File: src/hw/adxl355_pkg.sv
package adxl355_pkg;

	// i_clk cycles per quarter of an SCL bit
	// kept small so that simulation runs quickly
	localparam int QTR_DIV = 4;

	// 7-bit device address with ASEL tied low
	localparam logic [6:0] DEV_ADDR = 7'h1D;

	// the burst starts at TEMP2 and runs through ZDATA1
	localparam logic [7:0] REG_TEMP2 = 8'h06;
	localparam int BURST_LEN = 11;

	// CPU transfer kind
	typedef enum logic {
		OP_WRITE = 1'b0,
		OP_READ  = 1'b1
	} op_t;

	// 12-bit raw temperature
	typedef logic [11:0] temp_t;

	// 20-bit two's complement acceleration
	typedef logic signed [19:0] axis_t;

	// quarter of the current SCL bit
	// SCL is low in the two LOW quarters and released in the HIGH ones
	typedef enum logic [1:0] {
		PH_LOW0  = 2'd0,
		PH_LOW1  = 2'd1,
		PH_HIGH0 = 2'd2,
		PH_HIGH1 = 2'd3
	} phase_t;

endpackage

File: src/hw/i2c_bit_timer.sv
`timescale 1ns/10ps

module i2c_bit_timer import adxl355_pkg::*; (
	input  logic   i_clk,
	input  logic   i_rst_n,
	input  logic   i_run,
	output logic   o_tick,
	output phase_t o_phase
);

	// position inside the current quarter
	logic [$clog2(QTR_DIV)-1:0] div_cnt;

	// tick marks the last cycle of the quarter named by o_phase
	assign o_tick = i_run && (div_cnt == ($clog2(QTR_DIV))'(QTR_DIV - 1));

	always_ff @(posedge i_clk or negedge i_rst_n) begin
		if (!i_rst_n) begin
			div_cnt <= '0;
			o_phase <= PH_LOW0;
		end else if (!i_run) begin
			// bus idle, restart at the first low quarter
			div_cnt <= '0;
			o_phase <= PH_LOW0;
		end else if (o_tick) begin
			div_cnt <= '0;
			o_phase <= phase_t'(o_phase + 2'd1);
		end else begin
			div_cnt <= div_cnt + 1'b1;
		end
	end

endmodule

File: src/hw/i2c_seq_fsm.sv
`timescale 1ns/10ps

module i2c_seq_fsm import adxl355_pkg::*; (
	input  logic       i_clk,
	input  logic       i_rst_n,
	input  logic       i_start,
	input  op_t        i_op,
	input  logic [7:0] i_reg_addr,
	input  logic [7:0] i_wr_data,
	input  logic       i_drdy,
	input  logic       i_tick,
	input  phase_t     i_phase,
	input  logic       i_sda,
	input  logic       i_byte_end,
	input  logic [7:0] i_rx_byte,
	output logic       o_run,
	output logic       o_load,
	output logic [7:0] o_load_byte,
	output logic       o_read_mode,
	output logic       o_scl_oe,
	output logic       o_start_stop_sda,
	output logic       o_busy,
	output logic       o_done,
	output logic       o_nack,
	output logic [7:0] o_rd_data,
	output logic       o_rx_valid,
	output logic [3:0] o_byte_idx,
	output logic       o_commit
);

	typedef enum logic [3:0] {
		ST_IDLE, ST_START, ST_ADDR, ST_ADDR_ACK, ST_PTR, ST_PTR_ACK,
		ST_WRITE, ST_WRITE_ACK, ST_READ, ST_MACK, ST_STOP
	} state_t;

	state_t     state;
	state_t     state_d;
	logic       accept;
	logic       slot_end;
	logic       ack_slot;
	logic       need_read;
	logic       again;
	logic       last_byte;
	logic       rd_phase;
	logic       is_burst;
	op_t        req_op;
	logic [7:0] req_reg;
	logic [7:0] req_data;
	logic       byte_seen;
	logic       nack_seen;

	// CPU request wins over data-ready
	assign accept    = (state == ST_IDLE) && (i_start || i_drdy);
	// state changes only at the end of a bit slot
	assign slot_end  = i_tick && (i_phase == PH_HIGH1);
	assign ack_slot  = (state == ST_ADDR_ACK) || (state == ST_PTR_ACK) || (state == ST_WRITE_ACK);
	assign need_read = is_burst || (req_op == OP_READ);
	// pointer transaction done, the read transaction follows
	assign again     = need_read && !rd_phase && !nack_seen;
	assign last_byte = !is_burst || (o_byte_idx == 4'(BURST_LEN - 1));

	assign o_run       = (state != ST_IDLE);
	assign o_read_mode = (state == ST_READ);
	assign o_rx_valid  = (state == ST_READ) && i_byte_end && is_burst;
	assign o_commit    = (state == ST_STOP) && (state_d == ST_IDLE) && is_burst && !nack_seen;

	always_comb begin
		state_d = state;
		case (state)
			ST_IDLE: begin
				if (accept) state_d = ST_START;
			end
			ST_START: begin
				if (slot_end) state_d = ST_ADDR;
			end
			ST_ADDR: begin
				if (slot_end && byte_seen) state_d = ST_ADDR_ACK;
			end
			ST_ADDR_ACK: begin
				if (slot_end) begin
					if (nack_seen) state_d = ST_STOP;
					else if (rd_phase) state_d = ST_READ;
					else state_d = ST_PTR;
				end
			end
			ST_PTR: begin
				if (slot_end && byte_seen) state_d = ST_PTR_ACK;
			end
			ST_PTR_ACK: begin
				if (slot_end) state_d = (nack_seen || need_read) ? ST_STOP : ST_WRITE;
			end
			ST_WRITE: begin
				if (slot_end && byte_seen) state_d = ST_WRITE_ACK;
			end
			ST_WRITE_ACK: begin
				if (slot_end) state_d = ST_STOP;
			end
			ST_READ: begin
				if (slot_end && byte_seen) state_d = ST_MACK;
			end
			ST_MACK: begin
				if (slot_end) state_d = last_byte ? ST_STOP : ST_READ;
			end
			ST_STOP: begin
				if (slot_end) state_d = again ? ST_START : ST_IDLE;
			end
			default: state_d = ST_IDLE;
		endcase
	end

	always_ff @(posedge i_clk or negedge i_rst_n) begin
		if (!i_rst_n) begin
			state      <= ST_IDLE;
			rd_phase   <= 1'b0;
			is_burst   <= 1'b0;
			req_op     <= OP_WRITE;
			byte_seen  <= 1'b0;
			nack_seen  <= 1'b0;
			o_byte_idx <= '0;
			o_load     <= 1'b0;
			o_busy     <= 1'b0;
			o_done     <= 1'b0;
			o_nack     <= 1'b0;
			o_rd_data  <= '0;
		end else begin
			state  <= state_d;
			o_done <= 1'b0;
			// new byte for the shifter on entry to a byte state
			o_load <= (state_d != state) && ((state_d == ST_ADDR) || (state_d == ST_PTR) ||
				(state_d == ST_WRITE) || (state_d == ST_READ));
			if (state_d != state) begin
				byte_seen <= 1'b0;
			end else if (i_byte_end) begin
				byte_seen <= 1'b1;
			end
			if (accept) begin
				is_burst   <= !i_start;
				req_op     <= i_op;
				rd_phase   <= 1'b0;
				nack_seen  <= 1'b0;
				o_byte_idx <= '0;
				o_busy     <= 1'b1;
				o_nack     <= 1'b0;
			end
			// slave ACK is sampled mid-high
			if (ack_slot && i_tick && (i_phase == PH_HIGH0) && i_sda) begin
				nack_seen <= 1'b1;
			end
			if ((state == ST_STOP) && (state_d == ST_START)) begin
				rd_phase <= 1'b1;
			end
			if ((state == ST_STOP) && (state_d == ST_IDLE)) begin
				o_busy <= 1'b0;
				o_done <= 1'b1;
				o_nack <= nack_seen;
			end
			if ((state == ST_MACK) && (state_d == ST_READ)) begin
				o_byte_idx <= o_byte_idx + 4'd1;
			end
			if ((state == ST_READ) && i_byte_end && !is_burst) begin
				o_rd_data <= i_rx_byte;
			end
		end
	end

	// SCL and the FSM's own SDA pull are registered so the bus never glitches
	always_ff @(posedge i_clk or negedge i_rst_n) begin
		if (!i_rst_n) begin
			o_scl_oe         <= 1'b0;
			o_start_stop_sda <= 1'b0;
		end else begin
			if (i_tick && (i_phase == PH_LOW1)) begin
				o_scl_oe <= 1'b0;
			end else if (slot_end) begin
				// start slot keeps SCL high for its whole length
				o_scl_oe <= (state_d != ST_START) && (state_d != ST_IDLE);
			end
			if (i_tick && (i_phase == PH_LOW0)) begin
				case (state)
					ST_MACK: o_start_stop_sda <= !last_byte;
					ST_STOP: o_start_stop_sda <= 1'b1;
					default: o_start_stop_sda <= 1'b0;
				endcase
			end else if (i_tick && (i_phase == PH_HIGH0)) begin
				// start falls and stop rises while SCL is high
				if (state == ST_START) o_start_stop_sda <= 1'b1;
				else if (state == ST_STOP) o_start_stop_sda <= 1'b0;
			end
		end
	end

	always_ff @(posedge i_clk) begin
		if (accept) begin
			req_reg  <= i_reg_addr;
			req_data <= i_wr_data;
		end
		case (state_d)
			ST_ADDR:  o_load_byte <= {DEV_ADDR, rd_phase};
			ST_PTR:   o_load_byte <= is_burst ? REG_TEMP2 : req_reg;
			ST_WRITE: o_load_byte <= req_data;
			default:  o_load_byte <= 8'hFF;
		endcase
	end

endmodule

File: src/hw/i2c_byte_shifter.sv
`timescale 1ns/10ps

module i2c_byte_shifter import adxl355_pkg::*; (
	input  logic       i_clk,
	input  logic       i_rst_n,
	input  logic       i_load,
	input  logic [7:0] i_load_byte,
	input  logic       i_read_mode,
	input  logic       i_tick,
	input  phase_t     i_phase,
	input  logic       i_sda,
	input  logic       i_start_stop_sda,
	output logic       o_sda_oe,
	output logic       o_byte_end,
	output logic [7:0] o_rx_byte
);

	logic [7:0] shift_q;
	logic [2:0] bit_cnt;
	logic       active;
	logic       sda_drv;
	logic       sample;

	// mid-high of a bit that belongs to the byte
	assign sample = active && i_tick && (i_phase == PH_HIGH0);

	always_ff @(posedge i_clk or negedge i_rst_n) begin
		if (!i_rst_n) begin
			bit_cnt    <= '0;
			active     <= 1'b0;
			sda_drv    <= 1'b0;
			o_byte_end <= 1'b0;
		end else begin
			o_byte_end <= 1'b0;
			// SDA moves only in the middle of the low half
			// released for read bits and for the ack slot after a byte
			if (i_tick && (i_phase == PH_LOW0)) begin
				sda_drv <= active && !i_read_mode && !shift_q[7];
			end
			if (i_load) begin
				active  <= 1'b1;
				bit_cnt <= '0;
			end else if (sample) begin
				bit_cnt <= bit_cnt + 3'd1;
				if (bit_cnt == 3'd7) begin
					active     <= 1'b0;
					o_byte_end <= 1'b1;
				end
			end
		end
	end

	// MSB first in both directions
	always_ff @(posedge i_clk) begin
		if (i_load) begin
			shift_q <= i_load_byte;
		end else if (sample) begin
			shift_q <= {shift_q[6:0], i_sda};
		end
	end

	assign o_rx_byte = shift_q;
	assign o_sda_oe  = sda_drv | i_start_stop_sda;

endmodule

File: src/hw/sensor_sample_reg.sv
`timescale 1ns/10ps

module sensor_sample_reg import adxl355_pkg::*; #(
	parameter type T         = axis_t,
	parameter int  FIRST_IDX = 2
) (
	input  logic       i_clk,
	input  logic       i_rst_n,
	input  logic       i_rx_valid,
	input  logic [3:0] i_byte_idx,
	input  logic [7:0] i_rx_byte,
	input  logic       i_commit,
	output T           o_sample
);

	logic [7:0]  byte0;
	logic [7:0]  byte1;
	logic [7:0]  byte2;
	logic [23:0] staged;
	T            assembled;

	always_ff @(posedge i_clk) begin
		if (i_rx_valid) begin
			if (i_byte_idx == 4'(FIRST_IDX)) byte0 <= i_rx_byte;
			if (i_byte_idx == 4'(FIRST_IDX + 1)) byte1 <= i_rx_byte;
			if (i_byte_idx == 4'(FIRST_IDX + 2)) byte2 <= i_rx_byte;
		end
	end

	assign staged = {byte0, byte1, byte2};

	if ($bits(T) > 16) begin : g_axis
		// data3, data2 and the upper nibble of data1
		assign assembled = T'(staged[23:4]);
	end else begin : g_temp
		// low nibble of TEMP2 then TEMP1
		assign assembled = T'(staged[19:8]);
	end

	// all samples of a burst switch together
	always_ff @(posedge i_clk or negedge i_rst_n) begin
		if (!i_rst_n) begin
			o_sample <= '0;
		end else if (i_commit) begin
			o_sample <= assembled;
		end
	end

endmodule

File: src/hw/adxl355_i2c_top.sv
`timescale 1ns/10ps

module adxl355_i2c_top import adxl355_pkg::*; (
	input  logic       i_clk,
	input  logic       i_rst_n,
	input  logic       i_start,
	input  op_t        i_op,
	input  logic [7:0] i_reg_addr,
	input  logic [7:0] i_wr_data,
	input  logic       i_drdy,
	output logic       o_busy,
	output logic       o_done,
	output logic       o_nack,
	output logic [7:0] o_rd_data,
	output temp_t      o_temp,
	output axis_t      o_acc_x,
	output axis_t      o_acc_y,
	output axis_t      o_acc_z,
	output logic       o_scl_oe,
	output logic       o_sda_oe,
	input  logic       i_sda
);

	logic       run;
	logic       tick;
	phase_t     phase;
	logic       load;
	logic [7:0] load_byte;
	logic       read_mode;
	logic       start_stop_sda;
	logic       byte_end;
	logic [7:0] rx_byte;
	logic       rx_valid;
	logic [3:0] byte_idx;
	logic       commit;

	i2c_bit_timer u_timer (
		.i_clk   (i_clk),
		.i_rst_n (i_rst_n),
		.i_run   (run),
		.o_tick  (tick),
		.o_phase (phase)
	);

	i2c_seq_fsm u_fsm (
		.i_clk            (i_clk),
		.i_rst_n          (i_rst_n),
		.i_start          (i_start),
		.i_op             (i_op),
		.i_reg_addr       (i_reg_addr),
		.i_wr_data        (i_wr_data),
		.i_drdy           (i_drdy),
		.i_tick           (tick),
		.i_phase          (phase),
		.i_sda            (i_sda),
		.i_byte_end       (byte_end),
		.i_rx_byte        (rx_byte),
		.o_run            (run),
		.o_load           (load),
		.o_load_byte      (load_byte),
		.o_read_mode      (read_mode),
		.o_scl_oe         (o_scl_oe),
		.o_start_stop_sda (start_stop_sda),
		.o_busy           (o_busy),
		.o_done           (o_done),
		.o_nack           (o_nack),
		.o_rd_data        (o_rd_data),
		.o_rx_valid       (rx_valid),
		.o_byte_idx       (byte_idx),
		.o_commit         (commit)
	);

	i2c_byte_shifter u_shifter (
		.i_clk            (i_clk),
		.i_rst_n          (i_rst_n),
		.i_load           (load),
		.i_load_byte      (load_byte),
		.i_read_mode      (read_mode),
		.i_tick           (tick),
		.i_phase          (phase),
		.i_sda            (i_sda),
		.i_start_stop_sda (start_stop_sda),
		.o_sda_oe         (o_sda_oe),
		.o_byte_end       (byte_end),
		.o_rx_byte        (rx_byte)
	);

	// burst bytes 0..1 temperature, 2..10 X, Y, Z
	sensor_sample_reg #(.T(temp_t), .FIRST_IDX(0)) u_temp (
		.i_clk      (i_clk),
		.i_rst_n    (i_rst_n),
		.i_rx_valid (rx_valid),
		.i_byte_idx (byte_idx),
		.i_rx_byte  (rx_byte),
		.i_commit   (commit),
		.o_sample   (o_temp)
	);

	sensor_sample_reg #(.T(axis_t), .FIRST_IDX(2)) u_acc_x (
		.i_clk      (i_clk),
		.i_rst_n    (i_rst_n),
		.i_rx_valid (rx_valid),
		.i_byte_idx (byte_idx),
		.i_rx_byte  (rx_byte),
		.i_commit   (commit),
		.o_sample   (o_acc_x)
	);

	sensor_sample_reg #(.T(axis_t), .FIRST_IDX(5)) u_acc_y (
		.i_clk      (i_clk),
		.i_rst_n    (i_rst_n),
		.i_rx_valid (rx_valid),
		.i_byte_idx (byte_idx),
		.i_rx_byte  (rx_byte),
		.i_commit   (commit),
		.o_sample   (o_acc_y)
	);

	sensor_sample_reg #(.T(axis_t), .FIRST_IDX(8)) u_acc_z (
		.i_clk      (i_clk),
		.i_rst_n    (i_rst_n),
		.i_rx_valid (rx_valid),
		.i_byte_idx (byte_idx),
		.i_rx_byte  (rx_byte),
		.i_commit   (commit),
		.o_sample   (o_acc_z)
	);

endmodule

File: config.mk
export PLATFORM = sky130hd
export DESIGN_NAME = adxl355_i2c_top
export DESIGN_NICKNAME = d
export VERILOG_FILES = /design/src/hw/adxl355_pkg.sv /design/src/hw/i2c_bit_timer.sv /design/src/hw/i2c_seq_fsm.sv /design/src/hw/i2c_byte_shifter.sv /design/src/hw/sensor_sample_reg.sv /design/src/hw/adxl355_i2c_top.sv
export SDC_FILE = /design/constraint.sdc
export NUM_CORES = 1
export LEC_CHECK = 0
export ABC_AREA = 1
export BUFFER_PORTS_ARGS = -buffer_cell sky130_fd_sc_hd__buf_2
export CAP_MARGIN = 20
export CORE_MARGIN = 2
export CORE_UTILIZATION = 50
export DETAILED_ROUTE_END_ITERATION = 8
export PLACE_DENSITY = 0.75
export REMOVE_ABC_BUFFERS = 1
export SLEW_MARGIN = 20
export SYNTH_ARGS = -nofsm -noshare
export SYNTH_HDL_FRONTEND = slang
export SYNTH_SLANG_ARGS = --single-unit
File: constraint.sdc
create_clock -name i_clk -period 1.9 [get_ports i_clk]
set_input_delay 0.57 -clock i_clk [delete_from_list [all_inputs] [get_ports i_clk]]
set_output_delay 0.57 -clock i_clk [all_outputs]
set_load 0.005 [all_outputs]
---- Word level (Yosys, flattened, before mapping) ----
Cells that the tools add are included.
operators by class
  $add $sub $neg .......................... 4
  multipliers ............................. 0
  divide/modulo/power cells ............... 0
  $lt $le $gt $ge ......................... 0
  equal/unequal tests ..................... 33
  shift operators ......................... 0
  muxes and demuxes ....................... 51
  bitwise operators ....................... 1
  reductions and logical operators ........ 71
operators with widths
  operator                                                number
  2-to-1 mux 4 bit                                        16
  one-hot mux 4 bit (11 select lines)                     1
  == test 4 x 3 -> 1 bit (second input constant)          10
  == test 4 bit (second input constant)                   7
  logical AND 1 bit                                       26
  AND reduction 2 bit                                     13
  2-to-1 mux 8 bit                                        3
  one-hot mux 8 bit (3 select lines)                      1
  2-to-1 mux 1 bit                                        22
  == test 4 x 2 -> 1 bit (second input constant)          5
  nonzero test 2 bit                                      9
  == test 4 x 1 -> 1 bit (second input constant)          3
  logical NOT 4 bit                                       3
  2-to-1 mux 2 bit                                        5
  logical OR 1 bit                                        9
  nonzero test 4 bit                                      2
  logical NOT 1 bit                                       7
  == test 2 bit (second input constant)                   3
  2-to-1 mux 3 bit                                        2
  adder 2 x 1 -> 2 bit (second input constant)            2
  adder 4 x 1 -> 4 bit (second input constant)            1
  inequality test 4 x 1 -> 1 bit (second input constant)  1
  inequality test 4 bit                                   1
  adder 3 x 1 -> 3 bit (second input constant)            1
  other kinds (7)                                         7
word-level totals
  register bits after elaboration ......... 225
  latch bits .............................. 0
  memory bits (writable) .................. 0
  ROM bits ................................ 0
  output and inout port bits .............. 85
  logic and storage cells ................. 199
  memories ................................ 0

---- Depth between registers and ports, before layout ----
  depth in word-level cells ............... 11
  depth in mapped cells ................... 16
  gate-level depth less buffers ........... 14

---- Hierarchy ----
From an unflattened synthesis, not the netlist that was laid out.
second synthesis, totals
  cell total of the unflattened synthesis .. 748
  area total of the unflattened synthesis .. 8429.3 µm²
by module, submodules not included
  module                       instances  cells an instance  area each (µm²)
  i2c_seq_fsm                  1          240                2462.4
  sensor_sample_reg (u_acc_x)  1          116                1416.4
  sensor_sample_reg (u_acc_y)  1          115                1416.4
  sensor_sample_reg (u_acc_z)  1          114                1411.4
  sensor_sample_reg (u_temp)   1          70                 867.1
  i2c_byte_shifter             1          74                 679.4
  i2c_bit_timer                1          19                 176.4

---- Worst setup path after synthesis ----
No wires, ideal clock.
  path type ............................... reg2reg
  start ................................... reg u_fsm.state[2]
  end ..................................... reg u_acc_z.o_sample[12] (netlist bit)
  setup time .............................. 0.117 ns
  arrival ................................. 2.043 ns
  data required time ...................... 1.783 ns
  path slack .............................. -0.260 ns
  cell stages (with the launch flop) ...... 13
  cell sequence ........................... dfrtp_1 nor2_4 nand2_4 nor2_2 a21oi_4 nand3_4 inv_2 nand3_4 nor2_8 buf_12 buf_6 nand4_1 nand2_1
RTL lines
  item                                 line                     text
  start: declaration                   i2c_seq_fsm.sv:36        state_t state;
  start signal: assignment             i2c_seq_fsm.sv:126       state <= state_d;
  logical NOT 4 bit                    i2c_seq_fsm.sv:53        assign accept = (state == ST_IDLE) && (i_start || i_drdy);
  logical AND 1 bit                    i2c_seq_fsm.sv:53
  net u_fsm.accept                     i2c_seq_fsm.sv:38        logic accept;
  2-to-1 mux 4 bit                     i2c_seq_fsm.sv:71        if (accept) state_d = ST_START;
  one-hot mux 4 bit (11 select lines)  i2c_seq_fsm.sv:69        case (state)
  net u_fsm.state_d[0]                 i2c_seq_fsm.sv:37        state_t state_d;
  logical NOT 4 bit                    i2c_seq_fsm.sv:65        assign o_commit = (state == ST_STOP) && (state_d == ST_IDLE) && is_burst && !nack_seen;
  logical AND 1 bit (3 in series)      i2c_seq_fsm.sv:65
  end signal: assignment               sensor_sample_reg.sv:45  o_sample <= assembled;
  end: declaration                     sensor_sample_reg.sv:13  output T o_sample
The timed path passes the listed nets, and every way through them passes these cells.
A chain may end at the register's enable or synchronous reset.

---- Worst setup path after layout ----
  start ................................... reg u_fsm.state[2]
  end ..................................... reg u_acc_y.o_sample[6] (netlist bit)
on the way
  longest elaborated chain between the ends .. 10
ends and longest elaborated chain
  item                                     line                     text
  nonzero test 4 bit                       i2c_seq_fsm.sv:62        assign o_run = (state != ST_IDLE);
  logical AND 1 bit                        i2c_bit_timer.sv:15      assign o_tick = i_run && (div_cnt == ($clog2(QTR_DIV))'(QTR_DIV - 1));
  logical AND 1 bit                        i2c_seq_fsm.sv:55        assign slot_end = i_tick && (i_phase == PH_HIGH1);
  logical AND 1 bit                        n/a
  2-to-1 mux 4 bit (on tied branches)      n/a
  one-hot mux 4 bit (11 select lines) (*)  i2c_seq_fsm.sv:69
  net u_fsm.state_d[0]                     i2c_seq_fsm.sv:37
  logical NOT 4 bit (*)                    i2c_seq_fsm.sv:65
  logical AND 1 bit (*) (3 in series)      i2c_seq_fsm.sv:65
  end signal: assignment                   sensor_sample_reg.sv:45
  end: declaration                         sensor_sample_reg.sv:13
Mark *: on every way through the listed nets, which the timed path passes. The rest lies on a longest branch.

==> impl_metrics.yaml <==
cts:
  clk_latency_ns: 0.50
  numCtsBuffers: 22
  clock_path_buffers: 3
  cts_hold_buf: 0
  clk_pin_slew_worst_paths_ns: 0.06
  cts_root_buf: "clkbuf_16"
  clock-sinks: 213
  cts_tree: "built"
  htreeDepth: 1
timing:
  min_period_ns: 2.06
  fin_skew_ns: 0.0218
  final_hold_viol_count: 0
  timing.slew.headroom: 0.606
  setup_viol: 81
  rsz0062_at_grt: "true"
  post-route-period-util: 1.08
  worst_pin_slew_ns: 0.591
  maxSlewViolCount: 0
  clock.fmax_mhz: 485
  final.setup.worst_slack_ns: -0.160
synthesis:
  async_flop_share: 0.512
  syn_area_um2: 8490
  yosysMostFrequentCell: "nand2_1"
  syn_inst: 751
  yosysSeqAreaShare: 0.680
  yosysUniqueCellTypes: 36
  synth_edf_count: 96
  synth_ff_type: "dfrtp_1"
  syn_avg_cell_area_um2: 11.3
  synth_top_area_share: 0.340
  synthTopCellsByArea: "edfxtp_1 (34%), dfrtp_1 (32%), nand2_1 (10%)"
  synthTopCellsByCount: "nand2_1 (229), dfrtp_1 (109), edfxtp_1 (96), nand4_1 (78), inv_1 (43)"
  yosysWarnings: 0
  synth_top_area_cell: "edfxtp_1"
  yosys_register_bits: 213
cells_and_area:
  largestRegisters: "u_acc_x.o_sample x20, u_acc_y.o_sample x20, u_acc_z.o_sample x20"
  syn_to_final_growth_pct: 27.9
  stdcell_count: 1170
  antenna_cells: 0
  fin_util: 0.654
  nets: 967
  final_area_um2: 10900
  drive_gt1_frac: 0.331
critical_path:
  crit_chain: "nor2_4 -> nand2_4 -> nand3_2 -> inv_1 -> nand3_2 -> nand3_4 -> inv_4 -> nand3_4 -> nor2_8 -> nand3_4 -> buf_6 -> nand2_1 -> nand2_1"
  reg2reg_setup_slack_ns: -0.16
  worstPathArrival_ns: 2.44
  path_buf_inv: 3
  path_common_cell: "nand3_4"
  crit_slowest_cell: "dfrtp_2"
  max_stage_delay_ns: 0.44
  end_kind: "register"
  criticalPathCategory: "reg -> reg"
  crit_required_ns: 2.28
  critPathTopFamily: "simple AND/OR/NAND/NOR gates"
  crit_fanout: 16
  startpoint_type: "register"
placement:
  hpwl_mm: 11.8
  port_buffers: 106
  dp_cells: 1109
  gp_congestion: 0.887
  placed_area_um2: 9620
  pre_cts_ws_ns: -0.307
status:
  violations: "negative setup slack"
  status: "complete, but fails checks"
detailed_routing:
  vias: 6174
  antenna_left: 0
  route.detailed.drc: 0
  viasPerCell: 5.28
  wire_per_inst_um: 16.7
  routed_wl_mm: 19.5
  drtIter0Drc: 474
  drtPass1Iterations: 5
global_routing:
  grt_pass1_wl_mm: 30.2
  use_met2: 0.365
  gr-total-overflow: 0
  use_met3: 0.0340
  grt_max_degree: 110
  gr-usage-met1: 0.277
  antenna_found_initial: 0
  grt_pass1_vias: 5933
  grt.total_usage: 0.211
  top_usage_layer: "met2"
floorplanning:
  die_area_um2: 18000
  start_util: 0.512
  die_w_um: 134
  core_area_um2: 16600
  num_rows: 47
  pin_count: 107
  die_h_um: 134
power:
  ir_drop_v: 0.000660
  power.leakage_nw: 5.24
  power_density_nw_per_um2: 849
hold_path:
  min_path_type: "in -> async"
job:
  maxCapViolCount: 0
## area by class of cell
class,instances,area (um2)
flip-flops and latches,213,5770
fillers,1297,5730
multi-input cells,451,2460
repair buffers,194,1400
clock buffers,31,656
well taps,220,275
inverters,52,200
clock inverters,9,85.1
## stage by stage
| step | hold slack [ns] | setup TNS (ns) | power, W |
|---|---|---|---|
| after floorplan | 0.274 | -107.75 | 0.00492 |
| after global placement | 0.424 | -20.84 | 0.00503 |
| after detailed placement | 0.429 | -22.58 | 0.00503 |
| after CTS | 0.180 | -7.70 | 0.00928 |
| after global routing | 0.209 | -21.11 | 0.00951 |
| final | 0.156 | -10.45 | 0.00921 |
## kinds of logic (layout without fill, tap and decap cells)
family / after synthesis / after routing / synth area share
AO/OA/AOI/OAI: 39 / 39 / 0.0267
XOR/XNOR: 3 / 3 / 0.00310
adder cells (fa/ha/maj): 11 / 11 / 0.0162
buffers and inverters: 88 / 286 / 0.0543
flip-flops: 213 / 213 / 0.680
multiplexers: 1 / 1 / 0.00133
AND/OR/NAND/NOR: 396 / 397 / 0.218
## path summary, 6_finish.rpt
path                       cells past startpoint                        from                              end
max in group asynchronous                      2                     i_rst_n  u_acc_x.o_sample[9]$_DFFE_PN0P_
min in group i_clk                             1                i_wr_data[6]      u_fsm.req_data[6]$_DFFE_PP_
max reg2reg                                   13    u_fsm.state[2]$_DFF_PN0_  u_acc_y.o_sample[6]$_DFFE_PN0P_
min reg2reg                                    2  u_fsm.req_reg[5]$_DFFE_PP_     u_fsm.o_load_byte[5]$_DFF_P_
max                                           13    u_fsm.state[2]$_DFF_PN0_  u_acc_y.o_sample[6]$_DFFE_PN0P_
min                                            2                     i_rst_n  u_acc_x.o_sample[2]$_DFFE_PN0P_
## power breakdown
group,internal [W],switching (W)
sequential,0.00479,0.00000306
clock,0.00255,0.00172
combinational,0.0000410,0.000103
total,0.00739,0.00182
## per-layer routing
metal,up-vias,wire [um]
li1,2929,-
met1,2987,8030
met2,223,9730
met3,35,1300
met4,0,459
met5,-,0
## worst register-to-register path: stages (launching register included)
cell and delay [ns]:
dfrtp_2 0.44, nor2_4 0.14, nand2_4 0.08, nand3_2 0.14, inv_1 0.09, nand3_2 0.10, nand3_4 0.09, inv_4 0.07
nand3_4 0.10, nor2_8 0.17, nand3_4 0.18, buf_6 0.22, nand2_1 0.07, nand2_1 0.06
## layout by cell type (no fill, tap or decap), types with 3 or more instances in the layout
cell       netlist  routed
nand2_1        229     203
dfrtp_1        109     106
buf_2            1     105
edfxtp_1        96      96
nand4_1         78      78
buf_4            0      70
inv_1           43      38
nand3_1         29      27
nand2_2          2      26
clkbuf_16        0      25
o21ai_0         24      23
nor2_1          30      20
inv_2            9      12
nor3_1          12       9
ha_1            11       9
nor2_4           2       8
dfxtp_1          8       8
nor2_2           3       7
buf_6           15       7
buf_12           1       7
a21oi_1          6       5
clkbuf_8         0       5
nand2_4          2       4
nand3_4          3       4
nand3_2          2       4
clkinv_2         0       4
nor3_2           0       3
or2_2            3       3
xor2_1           3       3
clkbuf_1        19       3
buf_16           0       3
dfrtp_2          0       3
## timing repair
action / CTS / global route
cloned: 4 / 3
buffers inserted: 5 / 9
setup endpoints to repair: 89 / 165
pin swaps: 5 / 4
gates resized for setup: 23 / 52
No activity file was read; power rests on OpenSTA's default activity.
